**src/common/rv_id_pkg.sv**
```systemverilog
package rv_id_pkg;

  //////////////////////////////////////////////////////////////////////
  // Widths and sizes
  //////////////////////////////////////////////////////////////////////

  localparam int unsigned XLEN           = 32;
  localparam int unsigned NUM_RF_REGS    = 32;
  localparam int unsigned RF_ADDR_W      = 5;
  localparam int unsigned NUM_READ_PORTS = 2;

  // Major opcodes of the decoded subset
  localparam logic [6:0] OPC_OP       = 7'b0110011;
  localparam logic [6:0] OPC_OP_IMM   = 7'b0010011;
  localparam logic [6:0] OPC_LUI      = 7'b0110111;
  localparam logic [6:0] OPC_LOAD     = 7'b0000011;
  localparam logic [6:0] OPC_STORE    = 7'b0100011;
  localparam logic [6:0] OPC_MISC_MEM = 7'b0001111;
  localparam logic [6:0] OPC_SYSTEM   = 7'b1110011;

  // The funct12 field picks the privileged instruction when funct3 is zero
  localparam logic [11:0] F12_ECALL  = 12'h000;
  localparam logic [11:0] F12_EBREAK = 12'h001;
  localparam logic [11:0] F12_MRET   = 12'h302;
  localparam logic [11:0] F12_DRET   = 12'h7b2;
  localparam logic [11:0] F12_WFI    = 12'h105;

  //////////////////////////////////////////////////////////////////////
  // Types
  //////////////////////////////////////////////////////////////////////

  typedef logic [RF_ADDR_W-1:0] rf_addr_t;
  typedef logic [XLEN-1:0]      rf_data_t;

  // READ is encoded as zero so a cleared struct carries no CSR write
  typedef enum logic [1:0] {
    CSR_OP_READ  = 2'b00,
    CSR_OP_WRITE = 2'b01,
    CSR_OP_SET   = 2'b10,
    CSR_OP_CLEAR = 2'b11
  } csr_opcode_e;

  typedef struct packed {
    logic dummy;
  } instr_meta_t;

  // Fetch to decode, 66 bits
  typedef struct packed {
    logic        instr_valid;
    logic [31:0] instr;
    logic [31:0] pc;
    instr_meta_t instr_meta;
  } if_id_pipe_t;

  typedef struct packed {
    logic halt_id;
    logic kill_id;
  } ctrl_fsm_t;

  // Combinational decoder result
  typedef struct packed {
    logic                      alu_en;
    logic                      mul_en;
    logic                      lsu_en;
    logic                      lsu_we;
    logic                      rf_we;
    logic                      ecall_insn;
    logic                      ebrk_insn;
    logic                      mret_insn;
    logic                      dret_insn;
    logic                      wfi_insn;
    logic                      fencei_insn;
    logic                      illegal_insn;
    csr_opcode_e               csr_op;
    logic [NUM_READ_PORTS-1:0] rf_re;
    rf_addr_t                  rs1;
    rf_addr_t                  rs2;
    rf_addr_t                  rd;
    logic                      use_imm;
    rf_data_t                  imm;
  } decode_t;

  // Decode to execute pipe register
  typedef struct packed {
    logic        instr_valid;
    logic [31:0] pc;
    rf_data_t    operand_a;
    rf_data_t    operand_b;
    rf_addr_t    rd;
    logic        alu_en;
    logic        mul_en;
    logic        lsu_en;
    logic        lsu_we;
    logic        rf_we;
    logic        ecall_insn;
    logic        ebrk_insn;
    logic        mret_insn;
    logic        dret_insn;
    logic        wfi_insn;
    logic        fencei_insn;
    logic        illegal_insn;
    csr_opcode_e csr_op;
  } id_ex_pipe_t;

endpackage
```
**src/verilog/rv_id_top.sv**
```systemverilog
`timescale 1ns/1ns

module rv_id_top
  import rv_id_pkg::*;
(
  input  logic        clk,
  input  logic        rst_n_i,
  input  if_id_pipe_t if_id_pipe_i,
  input  ctrl_fsm_t   ctrl_fsm_i,
  input  logic        ex_ready_i,
  input  logic        wb_we_i,
  input  rf_addr_t    wb_waddr_i,
  input  rf_data_t    wb_wdata_i,
  output id_ex_pipe_t id_ex_pipe_o,
  output logic        id_ready_o,
  output logic        id_valid_o
);

  // Decoder result, shared by the operand block and the control block
  decode_t  decode;

  // Register file read ports
  rf_addr_t rf_raddr [NUM_READ_PORTS];
  rf_data_t rf_rdata [NUM_READ_PORTS];

  // Operands after the x0 rule and immediate selection
  rf_data_t operand_a;
  rf_data_t operand_b;

  rv_id_decoder rv_id_decoder_i (
    .instr_i  (if_id_pipe_i.instr),
    .decode_o (decode)
  );

  // Writeback comes straight from the top level ports
  rv_id_regfile rv_id_regfile_i (
    .clk     (clk),
    .raddr_i (rf_raddr),
    .rdata_o (rf_rdata),
    .we_i    (wb_we_i),
    .waddr_i (wb_waddr_i),
    .wdata_i (wb_wdata_i)
  );

  rv_id_operands rv_id_operands_i (
    .decode_i    (decode),
    .dummy_i     (if_id_pipe_i.instr_meta.dummy),
    .rdata_i     (rf_rdata),
    .raddr_o     (rf_raddr),
    .operand_a_o (operand_a),
    .operand_b_o (operand_b)
  );

  rv_id_ctrl rv_id_ctrl_i (
    .clk          (clk),
    .rst_n_i      (rst_n_i),
    .if_id_pipe_i (if_id_pipe_i),
    .ctrl_fsm_i   (ctrl_fsm_i),
    .ex_ready_i   (ex_ready_i),
    .decode_i     (decode),
    .operand_a_i  (operand_a),
    .operand_b_i  (operand_b),
    .id_ex_pipe_o (id_ex_pipe_o),
    .id_ready_o   (id_ready_o),
    .id_valid_o   (id_valid_o)
  );

endmodule

```
**src/verilog/rv_id_ctrl.sv**
```systemverilog
`timescale 1ns/1ns

module rv_id_ctrl
  import rv_id_pkg::*;
(
  input  logic        clk,
  input  logic        rst_n_i,
  input  if_id_pipe_t if_id_pipe_i,
  input  ctrl_fsm_t   ctrl_fsm_i,
  input  logic        ex_ready_i,
  input  decode_t     decode_i,
  input  rf_data_t    operand_a_i,
  input  rf_data_t    operand_b_i,
  output id_ex_pipe_t id_ex_pipe_o,
  output logic        id_ready_o,
  output logic        id_valid_o
);

  id_ex_pipe_t pipe_d;
  id_ex_pipe_t pipe_q;

  //////////////////////////////////////////////////////////////////////
  // Ready and valid
  //////////////////////////////////////////////////////////////////////

  // Kill flushes the slot, so the stage accepts regardless of halt
  always_comb begin
    if (ctrl_fsm_i.kill_id) begin
      id_ready_o = 1'b1;
    end else if (ctrl_fsm_i.halt_id) begin
      id_ready_o = 1'b0;
    end else begin
      id_ready_o = ex_ready_i;
    end
  end

  assign id_valid_o = if_id_pipe_i.instr_valid && ex_ready_i &&
                      !ctrl_fsm_i.halt_id && !ctrl_fsm_i.kill_id;

  //////////////////////////////////////////////////////////////////////
  // ID/EX pipe register
  //////////////////////////////////////////////////////////////////////

  // Enables and flags only pass when the slot is really valid
  always_comb begin
    pipe_d             = '0;
    pipe_d.instr_valid = id_valid_o;
    pipe_d.pc          = if_id_pipe_i.pc;
    pipe_d.operand_a   = operand_a_i;
    pipe_d.operand_b   = operand_b_i;
    pipe_d.rd          = decode_i.rd;
    if (id_valid_o) begin
      pipe_d.alu_en       = decode_i.alu_en;
      pipe_d.mul_en       = decode_i.mul_en;
      pipe_d.lsu_en       = decode_i.lsu_en;
      pipe_d.lsu_we       = decode_i.lsu_we;
      pipe_d.rf_we        = decode_i.rf_we;
      pipe_d.ecall_insn   = decode_i.ecall_insn;
      pipe_d.ebrk_insn    = decode_i.ebrk_insn;
      pipe_d.mret_insn    = decode_i.mret_insn;
      pipe_d.dret_insn    = decode_i.dret_insn;
      pipe_d.wfi_insn     = decode_i.wfi_insn;
      pipe_d.fencei_insn  = decode_i.fencei_insn;
      pipe_d.illegal_insn = decode_i.illegal_insn;
      pipe_d.csr_op       = decode_i.csr_op;
    end
  end

  // Holds while execute stalls, a kill always loads a bubble
  always_ff @(posedge clk or negedge rst_n_i) begin
    if (!rst_n_i) begin
      pipe_q <= '0;
    end else if (ex_ready_i || ctrl_fsm_i.kill_id) begin
      pipe_q <= pipe_d;
    end
  end

  assign id_ex_pipe_o = pipe_q;

endmodule

```
**src/verilog/rv_id_operands.sv**
```systemverilog
`timescale 1ns/1ns

module rv_id_operands
  import rv_id_pkg::*;
(
  input  decode_t  decode_i,
  input  logic     dummy_i,
  input  rf_data_t rdata_i [NUM_READ_PORTS],
  output rf_addr_t raddr_o [NUM_READ_PORTS],
  output rf_data_t operand_a_o,
  output rf_data_t operand_b_o
);

  // Register values after the x0 rule
  rf_data_t rs_val [NUM_READ_PORTS];

  assign raddr_o[0] = decode_i.rs1;
  assign raddr_o[1] = decode_i.rs2;

  // Normal instructions see zero for x0
  // A dummy instruction gets whatever was last written there
  for (genvar i = 0; i < NUM_READ_PORTS; i++) begin : gen_zero
    assign rs_val[i] = (raddr_o[i] == '0 && !dummy_i) ? '0 : rdata_i[i];
  end

  // Without an rs1 read, as for LUI, operand A is zero
  assign operand_a_o = decode_i.rf_re[0] ? rs_val[0] : '0;

  // Immediate has priority over the second read port
  always_comb begin
    if (decode_i.use_imm) begin
      operand_b_o = decode_i.imm;
    end else if (decode_i.rf_re[1]) begin
      operand_b_o = rs_val[1];
    end else begin
      operand_b_o = '0;
    end
  end

endmodule

```
**src/verilog/rv_id_regfile.sv**
```systemverilog
`timescale 1ns/1ns

module rv_id_regfile
  import rv_id_pkg::*;
(
  input  logic     clk,
  input  rf_addr_t raddr_i [NUM_READ_PORTS],
  output rf_data_t rdata_o [NUM_READ_PORTS],
  input  logic     we_i,
  input  rf_addr_t waddr_i,
  input  rf_data_t wdata_i
);

  // Flop array, x0 included so that dummy instructions can see its content
  rf_data_t mem [NUM_RF_REGS];

  //////////////////////////////////////////////////////////////////////
  // Write port
  //////////////////////////////////////////////////////////////////////

  always_ff @(posedge clk) begin
    if (we_i) begin
      mem[waddr_i] <= wdata_i;
    end
  end

  //////////////////////////////////////////////////////////////////////
  // Read ports
  //////////////////////////////////////////////////////////////////////

  // Reads are combinational and return the old value during a same cycle write
  for (genvar i = 0; i < NUM_READ_PORTS; i++) begin : gen_read
    assign rdata_o[i] = mem[raddr_i[i]];
  end

endmodule

```
**src/decode/rv_id_decoder.sv**
```systemverilog
`timescale 1ns/1ns

module rv_id_decoder
  import rv_id_pkg::*;
(
  input  logic [31:0] instr_i,
  output decode_t     decode_o
);

  // Instruction fields
  logic [6:0]  opcode;
  logic [2:0]  funct3;
  logic [6:0]  funct7;
  logic [11:0] funct12;

  // Raw decode before the illegal override
  decode_t dec;
  logic    illegal;

  // Immediates in the three formats of the subset
  rf_data_t imm_i;
  rf_data_t imm_s;
  rf_data_t imm_u;

  assign opcode  = instr_i[6:0];
  assign funct3  = instr_i[14:12];
  assign funct7  = instr_i[31:25];
  assign funct12 = instr_i[31:20];

  assign imm_i = {{20{instr_i[31]}}, instr_i[31:20]};
  assign imm_s = {{20{instr_i[31]}}, instr_i[31:25], instr_i[11:7]};
  assign imm_u = {instr_i[31:12], 12'b0};

  //////////////////////////////////////////////////////////////////////
  // Opcode decode
  //////////////////////////////////////////////////////////////////////

  always_comb begin
    dec     = '0;
    dec.rs1 = instr_i[19:15];
    dec.rs2 = instr_i[24:20];
    dec.rd  = instr_i[11:7];
    illegal = 1'b0;

    case (opcode)
      OPC_OP: begin
        dec.rf_we = 1'b1;
        dec.rf_re = 2'b11;
        // Only MUL itself is taken from the M extension
        if (funct7 == 7'b0000001) begin
          if (funct3 == 3'b000) begin
            dec.mul_en = 1'b1;
          end else begin
            illegal = 1'b1;
          end
        end else if (funct7 == 7'b0000000) begin
          dec.alu_en = 1'b1;
        end else if (funct7 == 7'b0100000 && (funct3 == 3'b000 || funct3 == 3'b101)) begin
          // SUB and SRA
          dec.alu_en = 1'b1;
        end else begin
          illegal = 1'b1;
        end
      end

      OPC_OP_IMM: begin
        dec.alu_en  = 1'b1;
        dec.rf_we   = 1'b1;
        dec.rf_re   = 2'b01;
        dec.use_imm = 1'b1;
        dec.imm     = imm_i;
        // Shifts carry a funct7 that must be well formed
        if (funct3 == 3'b001 && funct7 != 7'b0000000) begin
          illegal = 1'b1;
        end
        if (funct3 == 3'b101 && funct7 != 7'b0000000 && funct7 != 7'b0100000) begin
          illegal = 1'b1;
        end
      end

      OPC_LUI: begin
        // No source register, operand A becomes zero downstream
        dec.alu_en  = 1'b1;
        dec.rf_we   = 1'b1;
        dec.use_imm = 1'b1;
        dec.imm     = imm_u;
      end

      OPC_LOAD: begin
        dec.lsu_en  = 1'b1;
        dec.rf_we   = 1'b1;
        dec.rf_re   = 2'b01;
        dec.use_imm = 1'b1;
        dec.imm     = imm_i;
        // LB, LH, LW, LBU and LHU
        if (funct3 == 3'b011 || funct3 == 3'b110 || funct3 == 3'b111) begin
          illegal = 1'b1;
        end
      end

      OPC_STORE: begin
        dec.lsu_en  = 1'b1;
        dec.lsu_we  = 1'b1;
        dec.rf_re   = 2'b11;
        dec.use_imm = 1'b1;
        dec.imm     = imm_s;
        if (funct3[2] || funct3 == 3'b011) begin
          illegal = 1'b1;
        end
      end

      OPC_MISC_MEM: begin
        // FENCE.I only, a plain FENCE is outside the subset
        if (funct3 == 3'b001) begin
          dec.fencei_insn = 1'b1;
        end else begin
          illegal = 1'b1;
        end
      end

      OPC_SYSTEM: begin
        if (funct3 == 3'b000) begin
          // Privileged instructions need rs1 and rd at zero
          if (dec.rs1 != '0 || dec.rd != '0) begin
            illegal = 1'b1;
          end
          case (funct12)
            F12_ECALL:  dec.ecall_insn = 1'b1;
            F12_EBREAK: dec.ebrk_insn  = 1'b1;
            F12_MRET:   dec.mret_insn  = 1'b1;
            F12_DRET:   dec.dret_insn  = 1'b1;
            F12_WFI:    dec.wfi_insn   = 1'b1;
            default:    illegal        = 1'b1;
          endcase
        end else begin
          // Register forms of CSRRW, CSRRS and CSRRC; the CSR address rides as immediate
          dec.rf_we   = 1'b1;
          dec.rf_re   = 2'b01;
          dec.use_imm = 1'b1;
          dec.imm     = {20'b0, funct12};
          case (funct3)
            3'b001:  dec.csr_op = CSR_OP_WRITE;
            3'b010:  dec.csr_op = CSR_OP_SET;
            3'b011:  dec.csr_op = CSR_OP_CLEAR;
            default: illegal    = 1'b1;
          endcase
        end
      end

      default: begin
        illegal = 1'b1;
      end
    endcase

    // An illegal encoding leaves nothing active apart from its own flag
    decode_o = dec;
    if (illegal) begin
      decode_o              = '0;
      decode_o.illegal_insn = 1'b1;
    end
  end

endmodule

```
**config.mk**
```make
export PLATFORM = sky130hd
export DESIGN_NAME = rv_id_top
export DESIGN_NICKNAME = d
export VERILOG_FILES = /design/src/common/rv_id_pkg.sv /design/src/verilog/rv_id_top.sv /design/src/verilog/rv_id_ctrl.sv /design/src/verilog/rv_id_operands.sv /design/src/verilog/rv_id_regfile.sv /design/src/decode/rv_id_decoder.sv
export SDC_FILE = /design/constraint.sdc
export NUM_CORES = 2
export LEC_CHECK = 0
export ABC_AREA = 0
export BUFFER_PORTS_ARGS = -buffer_cell sky130_fd_sc_hd__buf_2
export CORE_ASPECT_RATIO = 2
export CORE_MARGIN = 3
export CORE_UTILIZATION = 50
export CTS_BUF_LIST = sky130_fd_sc_hd__clkbuf_2
export CTS_CLUSTER_DIAMETER = 100
export DETAILED_ROUTE_END_ITERATION = 8
export PLACE_DENSITY = 0.72
export SLEW_MARGIN = 20
export SYNTH_ARGS = -nofsm -noshare
export SYNTH_HDL_FRONTEND = slang
export SYNTH_HIERARCHICAL = 1
export SYNTH_SLANG_ARGS = --single-unit
```
**constraint.sdc**
```tcl
create_clock -name clk -period 2.7 [get_ports clk]
set_clock_uncertainty 0.05 [all_clocks]
set_input_delay 0.81 -clock clk [delete_from_list [all_inputs] [get_ports clk]]
set_output_delay 0.81 -clock clk [all_outputs]
set_load 0.01 [all_outputs]
```
==> metrics.md <==
| Metric | Value |
|---|---|
| FF-to-FF path depth | 7 |
| Element type at the critical path start | flip-flop |
| MaxCap Viol Count | 0 |
| Die Wd | 242 um |
| DP Wirelength | between 100000 and 150000 um |
| Clock Sinks | ~1100 |
| Post-route cell area | roughly 0.070 sq mm |
| Hold Path Depth | 6 |
| F_max | 314 MHz |
| R2R Path End | rv_id_ctrl_i/id_ex_pipe_o[44] |
| Sequential area share after synthesis | 60.4% |
| Fill cells | 8009 |
| Worst-Margin Slew | around 1.1 ns |
| Area Overhead vs Synth | 25.9% |
| DR vias | 43000 |
| Number of antenna violations at the first check in global routing | 9 |
| Main synth FF type | edfxtp_1 |
| Final Net Count | 5189 |
| Worst-path cell with the longest stage delay | dfrtp_2 |
| Yosys top cell by area | edfxtp_1 |
| WP buf/inv | 1 |
| Final ANT Viol Nets | 0 |
| Crit-path max cell delay | 0.47 ns |
| Worst hold endpoint | rv_id_ctrl_i/id_ex_pipe_o[10] |
| CTS root buffer | clkbuf_2 |
| Core area | ~0.11 sq mm |
| IO Port Bufs | 226 |
| Pwr per Cell Area | approximately 470 mW/mm^2 |
| Peak VDD IR | 0.000427 V |
| Final hold vios | 0 |
| Syn nets | roughly 4100 |
| Failing checks | negative setup slack |
| Worst-path cell chain | buf_6 |
| Chip Height | 478 um |
| Gr usage total | 33.4% |
| Inserted Clock Buffers | 229 |
| CTS tree | built |
| Hold Crit Start | if_id_pipe_i[38] |
| WP data arrival | ~2.3 ns |
| Max Root-Sink Buffers | 3 |
| Synth warnings | 6 |
| DIE AREA | 0.116 sq mm |
| Worst Setup Path Type | flip-flop to output port |
| Post-synth EDFFs | about 1000 |
| CP required | between 1.5 and 2 ns |
| Synth unique cells | between 60 and 70 |
| Setup-failing EPs final | 164 |
| CP delay by family, top | flip-flops |
| H-Tree Depth | 4 |
| Lkg Pwr | 24.3 nW |
| Run status | finished with violations |
| Slew Limit Fails | 0 |
| Cells after Synth | just under 4000 |
| Global-route wire length before repair | ~280000 um |
| FP Rows | 172 |
| WHS | 0.118 ns |
| Share of synthesized flip-flops with an asynchronous set or reset | 10.2% |
| Synth top area share | 55.2% |
| Reg2Reg Launch Point | rv_id_regfile_i/mem[6][25] |
| Largest net degree at the start of global routing | 52 |
| Period utilization | 118% |
| GPL Wtd Cong | 0.929 |
| Cell Area, Synth | 0.0557 sq mm |
| Worst min-delay path class | input port to flip-flop |
| Top post-synthesis cells by area | edfxtp_1 55%, mux2i_1 18%, dfrtp_1 5.2% |
| Initial core utilization | 50.5% |
| Fin crit period | about 3.2 ns |
| Drt wl/cell | 30.1 um |
| Detailed-route DRC error count | 0 |
| Number of global-route vias before repair | 44400 |
| Final worst slack | -0.487 ns |
| Synth cell count leaders | 1024 x edfxtp_1, 1024 x mux2i_1, 229 x nand2_1 |
| DRT Pass-1 Iters | 8 |
| Post-DR vias/cell | 6.36 |
| Final wirelength | between 200000 and 250000 um |
| R2R setup slack | 0.58 ns |
| Syn Area/Cell | 14.1 sq um |
| Worst slew margin | 25.1% |
| Insertion delay to the later sink of the worst-skew pair | 1.71 ns |
| Clock slew at reported path FFs | 0.13 ns |
| Synth Register Bits | 1140 |
| CP Max Fanout | 2 |
| Place WS | -2.16 ns |
| Ports | 227 |
| CP endpoint kind | output port |
| DRT iter0 DRCs | 4716 |
| Placed Instance Area | ~0.063 sq mm |
| Fraction of layout cells with a size suffix above 1 | between 20% and 30% |
| Unrepaired setup endpoints after global routing | true |
| Congestion Overflow GR | 0 |
| Stages on worst setup path | 1 |
[cell type report]
type,count,area (sq um),area share (%)
Antenna cell,10,25.0,0.0357
Clock buffer,333,1670,2.38
Clock inverter,90,532,0.759
Inverter,4,15.0,0.0214
Multi-Input combinational cell,2491,20500,29.3
Sequential cell,1140,33700,48.0
Tap cell,1479,1850,2.64
Timing Repair Buffer,1214,11800,16.9
[layer usage]
layer	global-route usage, %	share of wire, %	up-vias
met5	0	0.022	-
met4	25.5	9.3	6
met3	7.08	9.6	1059
met2	56.6	48	2983
met1	36.6	33	21000
li1	-	-	17900
[timing repair]
item | 4_1_cts | 5_1_grt
endpoints found under the hold margin | 2273 | 5
endpoints found under the setup margin | 119 | 185
resized for setup | 58 | 85
pin swaps | 1 | 35
hold buffers | 250 | 3
buffers inserted | 77 | 96
gates cloned | 0 | 10
[registers in the layout, indices dropped and copies added (netlist names)]
| name | flops |
|---|---|
| rv_id_regfile_i/mem | 1024 |
| rv_id_ctrl_i/id_ex_pipe_o | 116 |
[per-stage QoR]
step / power [W] / utilization (%) / TNS (ns) / cells
floorplan: 0.0209 / - / -62.63 / 3949
global placement: 0.0219 / 57.3 / -105.91 / 5901
detailed placement: 0.0219 / 57.3 / -107.50 / 5903
CTS: 0.0327 / 62.4 / -91.80 / 6652
global route: 0.0338 / 63.6 / -62.91 / 6758
finish: 0.0328 / 63.6 / -46.75 / 6761
[how the worst max path moves through the flow]
| stage | slack (ns) | end | start |
|---|---|---|---|
| after CTS | -0.71 | id_ex_pipe_o[40] | rv_id_ctrl_i/id_ex_pipe_o[40] |
| after floorplan | -1.04 | rv_id_ctrl_i/id_ex_pipe_o[44] | if_id_pipe_i[39] |
| after global placement | -2.15 | rv_id_ctrl_i/id_ex_pipe_o[44] | if_id_pipe_i[58] |
| after detailed placement | -2.16 | rv_id_ctrl_i/id_ex_pipe_o[44] | if_id_pipe_i[58] |
| final | -0.49 | id_ex_pipe_o[40] | rv_id_ctrl_i/id_ex_pipe_o[40] |
| after global routing | -0.64 | id_ex_pipe_o[56] | rv_id_ctrl_i/id_ex_pipe_o[56] |
[kinds of logic (layout without fill, tap and decap cells)]
logic type | after synthesis | after routing | synth area share (%)
DFF | 1140 | 1140 | 60.4
xor gates and xnor gates | 1 | 1 | 0.0157
muxes | 1125 | 1125 | 21.1
other | 0 | 10 | 0
AOI/OAI and AO/OA | 667 | 667 | 8.39
and+or+nand+nor | 698 | 698 | 6.42
buffers and inverters | 318 | 1641 | 3.68
[placed cells by master, fill, tap and decap left out, drive strengths merged, types with 4 or more instances in the layout]
| master | count |
|---|---|
| nand4b | 14 |
| nor2b | 9 |
| a31oi | 65 |
| a22oi | 193 |
| a21oi | 227 |
| nor3b | 17 |
| nor4 | 9 |
| o21ai | 4 |
| and2 | 38 |
| a22o | 128 |
| nand2b | 20 |
| diode | 10 |
| inv | 9 |
| nor2 | 53 |
| mux2 | 101 |
| a32oi | 6 |
| dlygate4sd3 | 240 |
| nand4 | 6 |
| edfxtp | 1024 |
| clkinv | 80 |
| a32o | 32 |
| bufinv | 5 |
| nor3 | 80 |
| clkbuf | 344 |
| mux2i | 1024 |
| buf | 963 |
| nand3 | 199 |
| dfrtp | 116 |
| nand2 | 229 |
| nand3b | 7 |
[power breakdown]
part           internal [W]  switching, W
registers            0.0194      0.000117
clock network       0.00388       0.00677
logic               0.00111       0.00144
(Power assumes the default switching activity.)
